**src/include/ex_settings.svh**
```systemverilog
`ifndef EX_SETTINGS_SVH
`define EX_SETTINGS_SVH

// width of one datapath word
`define DATA_W 32

// one quotient bit per divider iteration
`define DIV_ITER 32

// fall-through and link increment
`define PC_STEP 4

`endif

```
**src/design/isa_pkg.sv**
```systemverilog
`include "ex_settings.svh"

package isa_pkg;

    typedef logic [`DATA_W-1:0] bus32_t;

    typedef enum logic [4:0] {
        NOP,
        ADD_W,
        SUB_W,
        SLT,
        SLTU,
        AND,
        OR,
        XOR,
        NOR,
        SLL_W,
        SRL_W,
        SRA_W,
        LU12I,
        PCADDU12I,
        DIV_W,
        MOD_W,
        DIV_WU,
        MOD_WU,
        BEQ,
        BNE,
        BLT,
        BGE,
        BLTU,
        BGEU,
        B,
        BL,
        JIRL
    } alu_op_e;

    // which unit produces the write-back value
    typedef enum logic [2:0] {
        LOGIC,
        SHIFT,
        ARITH,
        DIV,
        JUMP_BRANCH,
        NONE
    } alu_sel_e;

endpackage

```
**src/design/pipe_pkg.sv**
```systemverilog
package pipe_pkg;

    import isa_pkg::*;

    typedef struct packed {
        bus32_t            pc;
        bus32_t            inst;
        logic              inst_valid;
        logic              is_privilege;
        alu_op_e           aluop;
        alu_sel_e          alusel;
        bus32_t [1:0]      reg_data;
        logic              reg_write_en;
        logic [4:0]        reg_write_addr;
        logic              is_exception;
        logic [5:0]        exception_cause;
        logic              pre_is_branch_taken;
        bus32_t            pre_branch_addr;
    } dispatch_ex_t;

    typedef struct packed {
        bus32_t            pc;
        bus32_t            inst;
        logic              inst_valid;
        logic              is_privilege;
        alu_op_e           aluop;
        logic              is_exception;
        logic [5:0]        exception_cause;
        logic              reg_write_en;
        logic [4:0]        reg_write_addr;
        bus32_t            reg_write_data;
        bus32_t            mem_addr;
        bus32_t            csr_addr;
        logic              csr_write_en;
        bus32_t            csr_write_data;
        logic              is_llw_scw;
    } ex_mem_t;

    // report back to the branch predictor
    typedef struct packed {
        logic              update_en;
        bus32_t            pc;
        logic              is_branch;
        logic              is_taken;
        bus32_t            branch_actual_addr;
    } branch_update_t;

endpackage

```
**src/design/regular_alu.sv**
```systemverilog
module regular_alu
    import isa_pkg::*;
(
    input  alu_op_e aluop_i,
    input  bus32_t  reg1_i,
    input  bus32_t  reg2_i,
    output bus32_t  result_o
);

    logic [4:0] shamt;

    assign shamt = reg2_i[4:0];

    always_comb begin
        case (aluop_i)
            ADD_W: begin
                result_o = reg1_i + reg2_i;
            end
            SUB_W: begin
                result_o = reg1_i - reg2_i;
            end
            SLT: begin
                result_o = bus32_t'($signed(reg1_i) < $signed(reg2_i));
            end
            SLTU: begin
                result_o = bus32_t'(reg1_i < reg2_i);
            end
            AND: begin
                result_o = reg1_i & reg2_i;
            end
            OR: begin
                result_o = reg1_i | reg2_i;
            end
            XOR: begin
                result_o = reg1_i ^ reg2_i;
            end
            NOR: begin
                result_o = ~(reg1_i | reg2_i);
            end
            SLL_W: begin
                result_o = reg1_i << shamt;
            end
            SRL_W: begin
                result_o = reg1_i >> shamt;
            end
            SRA_W: begin
                result_o = bus32_t'($signed(reg1_i) >>> shamt);
            end
            // immediate arrives already shifted into the upper bits
            LU12I: begin
                result_o = reg2_i;
            end
            PCADDU12I: begin
                result_o = reg1_i + reg2_i;
            end
            default: begin
                result_o = '0;
            end
        endcase
    end

endmodule

```
**src/design/div_alu.sv**
```systemverilog
`include "ex_settings.svh"

module div_alu
    import isa_pkg::*;
(
    input  logic   clk,
    input  logic   reset_i,
    input  logic   signed_i,
    input  bus32_t dividend_i,
    input  bus32_t divisor_i,
    input  logic   start_i,
    output bus32_t quotient_o,
    output bus32_t remainder_o,
    output logic   done_o
);

    localparam int CNT_W = $clog2(`DIV_ITER);

    typedef enum logic [1:0] {IDLE, RUN, DONE} div_state_e;

    div_state_e       state_q;
    logic [CNT_W-1:0] iter_q;

    bus32_t           quo_q;
    bus32_t           rem_q;
    bus32_t           dvs_q;
    bus32_t           dividend_q;
    logic             neg_quo_q;
    logic             neg_rem_q;
    logic             zero_div_q;

    logic             dvd_neg;
    logic             dvs_neg;
    bus32_t           dvd_abs;
    bus32_t           dvs_abs;
    logic [`DATA_W:0] trial;
    logic             fits;

    assign dvd_neg = signed_i & dividend_i[`DATA_W-1];
    assign dvs_neg = signed_i & divisor_i[`DATA_W-1];
    assign dvd_abs = dvd_neg ? -dividend_i : dividend_i;
    assign dvs_abs = dvs_neg ? -divisor_i : divisor_i;

    // shift in the next dividend bit and try the subtract
    assign trial = {rem_q, quo_q[`DATA_W-1]};
    assign fits  = trial >= {1'b0, dvs_q};

    always_ff @(posedge clk) begin
        if (reset_i) begin
            state_q <= IDLE;
            iter_q  <= '0;
        end else begin
            case (state_q)
                IDLE: begin
                    if (start_i) begin
                        state_q <= RUN;
                        iter_q  <= '0;
                    end
                end
                RUN: begin
                    iter_q <= iter_q + 1'b1;
                    if (iter_q == CNT_W'(`DIV_ITER - 1)) begin
                        state_q <= DONE;
                    end
                end
                default: begin
                    state_q <= IDLE;
                end
            endcase
        end
    end

    always_ff @(posedge clk) begin
        if (state_q == IDLE && start_i) begin
            quo_q      <= dvd_abs;
            rem_q      <= '0;
            dvs_q      <= dvs_abs;
            dividend_q <= dividend_i;
            neg_quo_q  <= dvd_neg ^ dvs_neg;
            neg_rem_q  <= dvd_neg;
            zero_div_q <= (divisor_i == '0);
        end else if (state_q == RUN) begin
            quo_q <= {quo_q[`DATA_W-2:0], fits};
            rem_q <= fits ? bus32_t'(trial - {1'b0, dvs_q}) : trial[`DATA_W-1:0];
        end
    end

    // remainder follows the dividend sign
    assign quotient_o  = zero_div_q ? '1 : (neg_quo_q ? -quo_q : quo_q);
    assign remainder_o = zero_div_q ? dividend_q : (neg_rem_q ? -rem_q : rem_q);
    assign done_o      = (state_q == DONE);

    assert property (@(posedge clk) disable iff (reset_i) done_o |=> !done_o);

    // the lane must keep the request steady until done
    assert property (@(posedge clk) disable iff (reset_i)
        (state_q == RUN) |-> start_i && $stable(signed_i));

endmodule

```
**src/design/branch_alu.sv**
```systemverilog
`include "ex_settings.svh"

module branch_alu
    import isa_pkg::*;
    import pipe_pkg::*;
(
    input  bus32_t         pc_i,
    input  bus32_t         inst_i,
    input  alu_op_e        aluop_i,
    input  bus32_t         reg1_i,
    input  bus32_t         reg2_i,
    input  logic           pre_taken_i,
    input  bus32_t         pre_addr_i,
    output branch_update_t update_info_o,
    output logic           branch_flush_o,
    output bus32_t         link_o
);

    logic   is_branch;
    logic   taken;
    bus32_t offs16;
    bus32_t offs26;
    bus32_t target;
    bus32_t actual_addr;

    always_comb begin
        is_branch = 1'b1;
        taken     = 1'b0;
        case (aluop_i)
            BEQ:         taken = (reg1_i == reg2_i);
            BNE:         taken = (reg1_i != reg2_i);
            BLT:         taken = ($signed(reg1_i) < $signed(reg2_i));
            BGE:         taken = ($signed(reg1_i) >= $signed(reg2_i));
            BLTU:        taken = (reg1_i < reg2_i);
            BGEU:        taken = (reg1_i >= reg2_i);
            B, BL, JIRL: taken = 1'b1;
            default:     is_branch = 1'b0;
        endcase
    end

    // offs26 keeps its upper ten bits in inst[9:0]
    assign offs16 = {{14{inst_i[25]}}, inst_i[25:10], 2'b00};
    assign offs26 = {{4{inst_i[9]}}, inst_i[9:0], inst_i[25:10], 2'b00};

    always_comb begin
        if (aluop_i == JIRL) begin
            target = reg1_i + offs16;
        end else if (aluop_i == B || aluop_i == BL) begin
            target = pc_i + offs26;
        end else begin
            target = pc_i + offs16;
        end
    end

    assign link_o      = pc_i + bus32_t'(`PC_STEP);
    assign actual_addr = taken ? target : link_o;

    always_comb begin
        update_info_o.update_en          = is_branch;
        update_info_o.pc                 = pc_i;
        update_info_o.is_branch          = is_branch;
        update_info_o.is_taken           = taken;
        update_info_o.branch_actual_addr = actual_addr;
    end

    assign branch_flush_o = is_branch && (taken != pre_taken_i || actual_addr != pre_addr_i);

endmodule

```
**src/design/deputy_ex.sv**
```systemverilog
module deputy_ex
    import isa_pkg::*;
    import pipe_pkg::*;
(
    input  logic           clk,
    input  logic           reset_i,
    input  dispatch_ex_t   ex_i,
    output branch_update_t update_info_o,
    output logic           pause_alu_o,
    output logic           branch_flush_o,
    output bus32_t         branch_target_o,
    output ex_mem_t        ex_o
);

    bus32_t reg1;
    bus32_t regular_res;

    // pcaddu12i works on the pc instead of rj
    assign reg1 = (ex_i.aluop == PCADDU12I) ? ex_i.pc : ex_i.reg_data[0];

    regular_alu u_regular_alu (
        .aluop_i  (ex_i.aluop),
        .reg1_i   (reg1),
        .reg2_i   (ex_i.reg_data[1]),
        .result_o (regular_res)
    );

    logic   is_div;
    logic   is_mod;
    logic   div_signed;
    logic   start_div;
    logic   div_done;
    bus32_t quotient;
    bus32_t remainder;
    bus32_t div_res;

    assign is_div     = ex_i.aluop inside {DIV_W, MOD_W, DIV_WU, MOD_WU};
    assign is_mod     = ex_i.aluop inside {MOD_W, MOD_WU};
    assign div_signed = ex_i.aluop inside {DIV_W, MOD_W};
    assign start_div  = is_div && !div_done;

    div_alu u_div_alu (
        .clk,
        .reset_i,
        .signed_i    (div_signed),
        .dividend_i  (ex_i.reg_data[0]),
        .divisor_i   (ex_i.reg_data[1]),
        .start_i     (start_div),
        .quotient_o  (quotient),
        .remainder_o (remainder),
        .done_o      (div_done)
    );

    assign div_res = div_done ? (is_mod ? remainder : quotient) : '0;

    bus32_t link;

    branch_alu u_branch_alu (
        .pc_i           (ex_i.pc),
        .inst_i         (ex_i.inst),
        .aluop_i        (ex_i.aluop),
        .reg1_i         (ex_i.reg_data[0]),
        .reg2_i         (ex_i.reg_data[1]),
        .pre_taken_i    (ex_i.pre_is_branch_taken),
        .pre_addr_i     (ex_i.pre_branch_addr),
        .update_info_o  (update_info_o),
        .branch_flush_o (branch_flush_o),
        .link_o         (link)
    );

    assign branch_target_o = update_info_o.branch_actual_addr;
    assign pause_alu_o     = start_div;

    always_comb begin
        ex_o                 = '0;
        ex_o.pc              = ex_i.pc;
        ex_o.inst            = ex_i.inst;
        ex_o.inst_valid      = ex_i.inst_valid;
        ex_o.is_privilege    = ex_i.is_privilege;
        ex_o.aluop           = ex_i.aluop;
        ex_o.is_exception    = ex_i.is_exception;
        ex_o.exception_cause = ex_i.exception_cause;
        ex_o.reg_write_en    = ex_i.reg_write_en;
        ex_o.reg_write_addr  = ex_i.reg_write_addr;
        case (ex_i.alusel)
            LOGIC, SHIFT, ARITH: ex_o.reg_write_data = regular_res;
            DIV:                 ex_o.reg_write_data = div_res;
            JUMP_BRANCH:         ex_o.reg_write_data = link;
            default:             ex_o.reg_write_data = '0;
        endcase
    end

    // dispatch decode of alusel must agree with the div aluop
    assert property (@(posedge clk) disable iff (reset_i) pause_alu_o |-> ex_i.alusel == DIV);

endmodule

```
**src/design/ex_mem_reg.sv**
```systemverilog
module ex_mem_reg
    import pipe_pkg::*;
(
    input  logic    clk,
    input  logic    reset_i,
    input  logic    pause_i,
    input  ex_mem_t ex_i,
    output ex_mem_t mem_o
);

    always_ff @(posedge clk) begin
        if (reset_i) begin
            mem_o.inst_valid   <= 1'b0;
            mem_o.reg_write_en <= 1'b0;
        end else if (pause_i) begin
            // bubble while the divider runs
            mem_o <= '0;
        end else begin
            mem_o <= ex_i;
        end
    end

endmodule

```
**src/design/ex_unit_top.sv**
```systemverilog
module ex_unit_top
    import isa_pkg::*;
    import pipe_pkg::*;
(
    input  logic           clk,
    input  logic           reset_i,
    input  dispatch_ex_t   ex_i,
    output branch_update_t update_info_o,
    output logic           pause_o,
    output logic           branch_flush_o,
    output bus32_t         branch_target_o,
    output ex_mem_t        mem_o
);

    ex_mem_t ex_res;

    deputy_ex u_deputy_ex (
        .clk,
        .reset_i,
        .ex_i,
        .update_info_o,
        .pause_alu_o     (pause_o),
        .branch_flush_o,
        .branch_target_o,
        .ex_o            (ex_res)
    );

    ex_mem_reg u_ex_mem_reg (
        .clk,
        .reset_i,
        .pause_i (pause_o),
        .ex_i    (ex_res),
        .mem_o
    );

endmodule

```
**config.mk**
```make
export PLATFORM = sky130hd
export DESIGN_NAME = ex_unit_top
export DESIGN_NICKNAME = d
export VERILOG_FILES = /design/src/design/isa_pkg.sv /design/src/design/pipe_pkg.sv /design/src/design/regular_alu.sv /design/src/design/div_alu.sv /design/src/design/branch_alu.sv /design/src/design/deputy_ex.sv /design/src/design/ex_mem_reg.sv /design/src/design/ex_unit_top.sv
export VERILOG_INCLUDE_DIRS = /design/src /design/src/include
export SDC_FILE = /design/constraint.sdc
export NUM_CORES = 2
export LEC_CHECK = 0
export BUFFER_PORTS_ARGS = -buffer_cell sky130_fd_sc_hd__buf_2
export CAP_MARGIN = 25
export CORE_MARGIN = 3
export CORE_UTILIZATION = 45
export DETAILED_ROUTE_END_ITERATION = 8
export PLACE_DENSITY = 0.64
export SYNTH_ARGS = -nofsm -noshare
export SYNTH_HDL_FRONTEND = slang
export SYNTH_SLANG_ARGS = --single-unit
```
**constraint.sdc**
```tcl
create_clock -name clk -period 5.4 [get_ports clk]
set_clock_uncertainty 0.1 [all_clocks]
set_input_delay 0 -clock clk [delete_from_list [all_inputs] [get_ports clk]]
set_output_delay 0 -clock clk [all_outputs]
set_load 0.01 [all_outputs]
```
Yosys cells after proc, flatten, opt, wreduce, memory -nomap -nowiden
Cells that the tools add are included.
{"block": "totals", "reg_bits": 352, "latch_bits": 0, "ram_bits": 0, "romBits": 0, "output_inout_bits": 315, "elab_cells": 137, "n_memories": 0}
{"block": "op_classes", "add_sub_neg": 12, "mul": 0, "div": 0, "magnitude_cmp": 7, "n_eq_ne": 39, "n_shift": 3, "mux": 24, "n_bitwise": 7, "n_reduce_logical": 21}
{"operator": "$mux W32", "count": 15}
{"operator": "$pmux W32 S12", "count": 1}
{"operator": "$add A32 B32 Y32", "count": 4}
{"operator": "$lt A32 B32 Y1", "count": 4}
{"operator": "$neg A32 Y32", "count": 4}
{"operator": "$pmux W32 S3", "count": 1}
{"operator": "$ge A32 B32 Y1", "count": 2}
{"operator": "$ne A32 B32 Y1", "count": 2}
{"operator": "$sub A32 B32 Y32", "count": 2}
{"operator": "$eq A5 B5 Y1 const B", "count": 12}
{"operator": "$eq A5 B4 Y1 const B", "count": 8}
{"operator": "$ge A33 B32 Y1", "count": 1}
{"operator": "$add A32 B3 Y32 const B", "count": 1}
{"operator": "$and A32 B32 Y32", "count": 1}
{"operator": "$eq A32 B32 Y1", "count": 1}
{"operator": "$logic_not A32 Y1", "count": 1}
{"operator": "$not A32 Y32", "count": 1}
{"operator": "$or A32 B32 Y32", "count": 1}
{"operator": "$shl A32 B5 Y32", "count": 1}
{"operator": "$shr A32 B5 Y32", "count": 1}
{"operator": "$sshr A32 B5 Y32", "count": 1}
{"operator": "$xor A32 B32 Y32", "count": 1}
{"operator": "$eq A5 B3 Y1 const B", "count": 4}
{"operator": "$eq A5 B2 Y1 const B", "count": 2}
{"operator": "28 further kinds", "count": 41}

Logic depth before layout (Yosys ltp)
{"block": "logic_depth", "word_depth": 8, "depth_mapped": 23, "ltp_nobuf": 19}

Modules after synthesis
From an unflattened synthesis, not the netlist that was laid out.
{"block": "unflattened", "hier_cells": 4278, "area_unflattened_um2": 36408.7}
{"module": "div_alu", "n_inst": 1, "cells_per_inst": 1107, "area_each_um2": 9754.4}
{"module": "regular_alu", "n_inst": 1, "cells_per_inst": 1376, "area_each_um2": 9132.5}
{"module": "ex_mem_reg", "n_inst": 1, "cells_per_inst": 452, "area_each_um2": 7860.0}
{"module": "branch_alu", "n_inst": 1, "cells_per_inst": 974, "area_each_um2": 6775.2}
{"module": "deputy_ex", "n_inst": 1, "cells_per_inst": 369, "area_each_um2": 2886.5}

Worst setup path before layout
OpenSTA, ideal clock, no wires.
{"block": "synth_path", "path_kind": "input to register", "start": "input port ex_i[113] (netlist bit)", "end": "register, netlist name u_ex_mem_reg.mem_o[128]", "setup_ns": 0.271, "t_arrival_ns": 4.211, "required_ns": 5.029, "path_slack_ns": 0.817, "path_stages": 22, "cell_sequence": "buf_4 or3b_1 buf_4 nor2_8 buf_6 buf_6 mux2i_1 inv_1 ha_1 nand2b_1 a21oi_1 o211ai_1 a211o_1 o311a_1 a21oi_1 nand4_1 and3_1 o221ai_1 a311oi_1 xnor2_1 a221oi_1 a211oi_1"}
{"block": "synth_between", "elab_chain_len": 6}
{"item": "from (decl)", "line_no": "ex_unit_top.sv:7", "source": "input dispatch_ex_t ex_i,"}
{"item": "parallel branches: the longest is 6 deep, another holds $add A32 B32 Y32"}
Several ways; the timed one is not identified.
A chain may end at the register's enable or synchronous reset.

Worst setup path in the final report
{"block": "layout_path", "start": "input port ex_i[46] (netlist bit)", "end": "output port branch_flush_o"}
{"block": "layout_between", "elab_chain_len": 6}
{"item": "$ge A32 B32 Y1, or another cell as far along", "line_no": "branch_alu.sv:35", "source": "BGEU: taken = (reg1_i >= reg2_i);"}
{"item": "$pmux W1 S7 or $mux W32 (tied branches)", "line_no": "branch_alu.sv:29, branch_alu.sv:46"}
{"item": "$mux W32", "line_no": "branch_alu.sv:56", "source": "assign actual_addr = taken ? target : link_o;"}
{"item": "$ne A32 B32 Y1", "line_no": "branch_alu.sv:66", "source": "assign branch_flush_o = is_branch && (taken != pre_taken_i || actual_addr != pre_addr_i);"}
{"item": "$logic_or A1 B1 Y1 *", "line_no": "branch_alu.sv:66"}
{"item": "$logic_and A1 B1 Y1 *", "line_no": "branch_alu.sv:66"}
{"item": "to (decl)", "line_no": "ex_unit_top.sv:10", "source": "output logic branch_flush_o,"}
Every way passes the cells marked *; elsewhere a longest branch is shown, timed or not.

==> out/metrics.yaml <==
outcome:
  status: "complete, no violations"
detailed_routing:
  wl_mm: 144
  wl_per_cell_um: 28.2
  via_count: 32583
  ant_nets: 0
  routed_via_density: 6.39
  dr.first_iter.drc_count: 4676
  drc: 0
  drt_first_pass_iters: 8
setup_path:
  arrival_ns: 5.26
  crit_fanout: 24
  crit_top_cell: "buf_4"
  crit_slowest_cell: "nor4_1"
  crit_chain: "dlygate4sd3_1, buf_2, buf_4, inv_1, ha_1, nand4_1, nor4_1, nand2_1, mux2i_1, o311a_1, o211ai_2, nor2_2, buf_4, inv_4, o211ai_1, nand4_1, nor4_2, buf_4, o2111ai_1, and2_1, buf_2"
  cp_top_family: "simple AND/OR/NAND/NOR gates"
  cp_num_buf_inv: 8
  worstSetupPathType: "in2out"
  required_ns: 5.30
  cp-end-kind: "primary output"
  worstSetupStartpointType: "input pin"
  max_stage_delay_ns: 0.68
logic_synthesis:
  syn_area_sq_mm: 0.0305
  synthArstFlopShare: 0
  synth_top_area_share: 0.210
  seq_area_frac_synth: 0.237
  syn-instance-count: 3771
  yosysUniqueCellTypes: 97
  ys_dominant_reg_cell: "edfxtp_1"
  ys_seq_elements: 254
  avgSynthCellArea_sq_um: 8.08
  synth_warnings: 0
  synthTopCellsByCount: "nand2_1, a21oi_1, nor2_1, o21ai_0, ha_1"
  yosysMostFrequentCell: "nand2_1"
  synthTopCellsByArea: "edfxtp_1, ha_1, a21oi_1, mux2i_1, o21ai_0"
  synth_area_leader_cell: "edfxtp_1"
  synth-edff-count: 213
worst_hold_path:
  hp-class: "in2reg"
placement:
  dp_slack_ns: 0.0929
  post-place-cells: 4888
  port_buffers: 402
  gp_congestion: 1.07
  dp_hpwl_mm: 111
  place_area_sq_mm: 0.0329
timing:
  finalHoldViolCount: 0
  final.min_clock_period_ns: 5.36
  slew_headroom: 0.103
  period_share: 0.993
  max_freq_mhz: 186
  tightest_slew_ns: 1.35
  rsz0062_at_grt: "no"
  finalSetupViolCount: 0
  tns_ns: 0
  whs_ns: 0.0642
  layout_setup_ws_ns: 0.0352
  final_max_slew_viol_count: 0
die:
  start_util: 0.459
  die_h_um: 266
  die_area_sq_mm: 0.0709
  io-pin-count: 501
  core.rowCount: 94
  core_sq_mm: 0.0665
  fp.dieW_um: 266
layout:
  fin_nets: 4633
  drive_gt1_frac: 0.158
  final_cell_count_no_fill: 5099
  area_growth_pct: 16.1
  final_util: 0.532
  final_area_sq_mm: 0.0354
  nFillCells: 6436
power:
  peakVddDrop_v: 0.000256
  power.density_mw_per_mm2: 261
  p_leak_nw: 15.0
  power_mw: 9.23
grt:
  antenna_found_initial: 5
  grt_pass1_wl_mm: 202
  grt.total_usage: 0.384
  grt_pass1_vias: 29720
  grt_overflow: 0
  grt_max_degree: 74
cts:
  path_clk_slew_ns: 0.06
  cts_buffers: 30
  insertion_delay_ns: 0.64
  cts_sinks: 254
  cts.root.buffer_cell: "clkbuf_16"
  clock_path_buffers: 3
  htree_levels: 1
  cts_tree: "built"
flow_run:
  maxCapViolations: 0
[metal layers]
metal	vias up	wire, um	track usage
met1	15433	55200	0.502
met5	-	13	0
met4	2	9650	0.205
li1	14520	-	-
met3	457	17900	0.112
met2	2171	60800	0.571
[kinds of logic (layout without fill, tap and decap cells)]
group	after synthesis	after routing	synth area share
other	1	100	0.000123
muxes	194	194	0.0746
adders and majority gates	238	238	0.0990
DFF	254	254	0.237
buffers and inverters	538	903	0.0888
and+or+nand+nor	1105	1105	0.175
xor gates and xnor gates	272	272	0.0786
AOI/OAI and AO/OA	1169	1169	0.247
[flip-flops by register name, indices dropped and copies added (netlist names), 2 cells and up]
signal                            count
u_deputy_ex.u_div_alu.quo_q          32
u_deputy_ex.u_div_alu.rem_q          32
u_deputy_ex.u_div_alu.dvs_q          32
u_deputy_ex.u_div_alu.dividend_q     32
u_deputy_ex.u_div_alu.state_q         2
u_ex_mem_reg.mem_o                  116
u_deputy_ex.u_div_alu.iter_q          5
[area by class of cell]
type	instances	area, sq um	area share
repair buffers	673	4460	0.126
well taps	864	1080	0.0306
inverters	174	658	0.0186
clock inverters	15	129	0.00364
multi-input cells	3076	21000	0.594
flip-flops and latches	254	7220	0.204
clock buffers	41	802	0.0227
diodes	2	5.00	0.000141
[where the power goes]
part	internal (mW)	switching (mW)	leakage [nW]	total [mW]
clock network	1.09	0.944	0.451	2.04
registers	2.36	0.287	2.41	2.65
logic	1.75	2.79	12.2	4.55
[path summary, 6_finish.rpt]
| check | from | to | slack (ns) | cells past startpoint |
|---|---|---|---|---|
| worst max-delay path | ex_i[46] | branch_flush_o | 0.04 | 21 |
| worst min-delay path | ex_i[109] | u_ex_mem_reg.mem_o[129] | 0.06 | 6 |
| worst min register to register | u_deputy_ex.u_div_alu.iter_q[4] | u_deputy_ex.u_div_alu.iter_q[4] | 0.38 | 2 |
| worst max register to register | u_deputy_ex.u_div_alu.rem_q[2] | u_ex_mem_reg.mem_o[118] | 0.96 | 13 |
[worst min-delay path: cells and delay by family]
| kind | cells | cell delay [ns] |
|---|---|---|
| AO/OA/AOI/OAI | 5 | 0.49 |
| buffers and inverters | 1 | 0.17 |
[what timing repair did]
item | 4_1_cts | 5_1_grt
buffers inserted | 0 | 0
setup endpoints to repair | 0 | 1
endpoints found under the hold margin | 179 | 0
resized for setup | 0 | 6
hold buffers | 153 | 0
[cells in the final DEF (no fill, tap or decap), types with 39 or more instances in the layout]
cell           count
buf_2            402
nand2_1          308
a21oi_1          308
nor2_1           298
o21ai_0          297
ha_1             233
edfxtp_1         213
inv_1            166
xnor2_1          166
mux2i_1          153
dlygate4sd3_1    153
buf_4            115
nor2b_1          109
xor2_1           105
conb_1            98
nand3_1           77
a21o_1            61
nor3_1            52
a211oi_1          48
o211ai_1          47
dfxtp_1           41
a221oi_1          39
No activity file was read; power rests on OpenSTA's default activity.
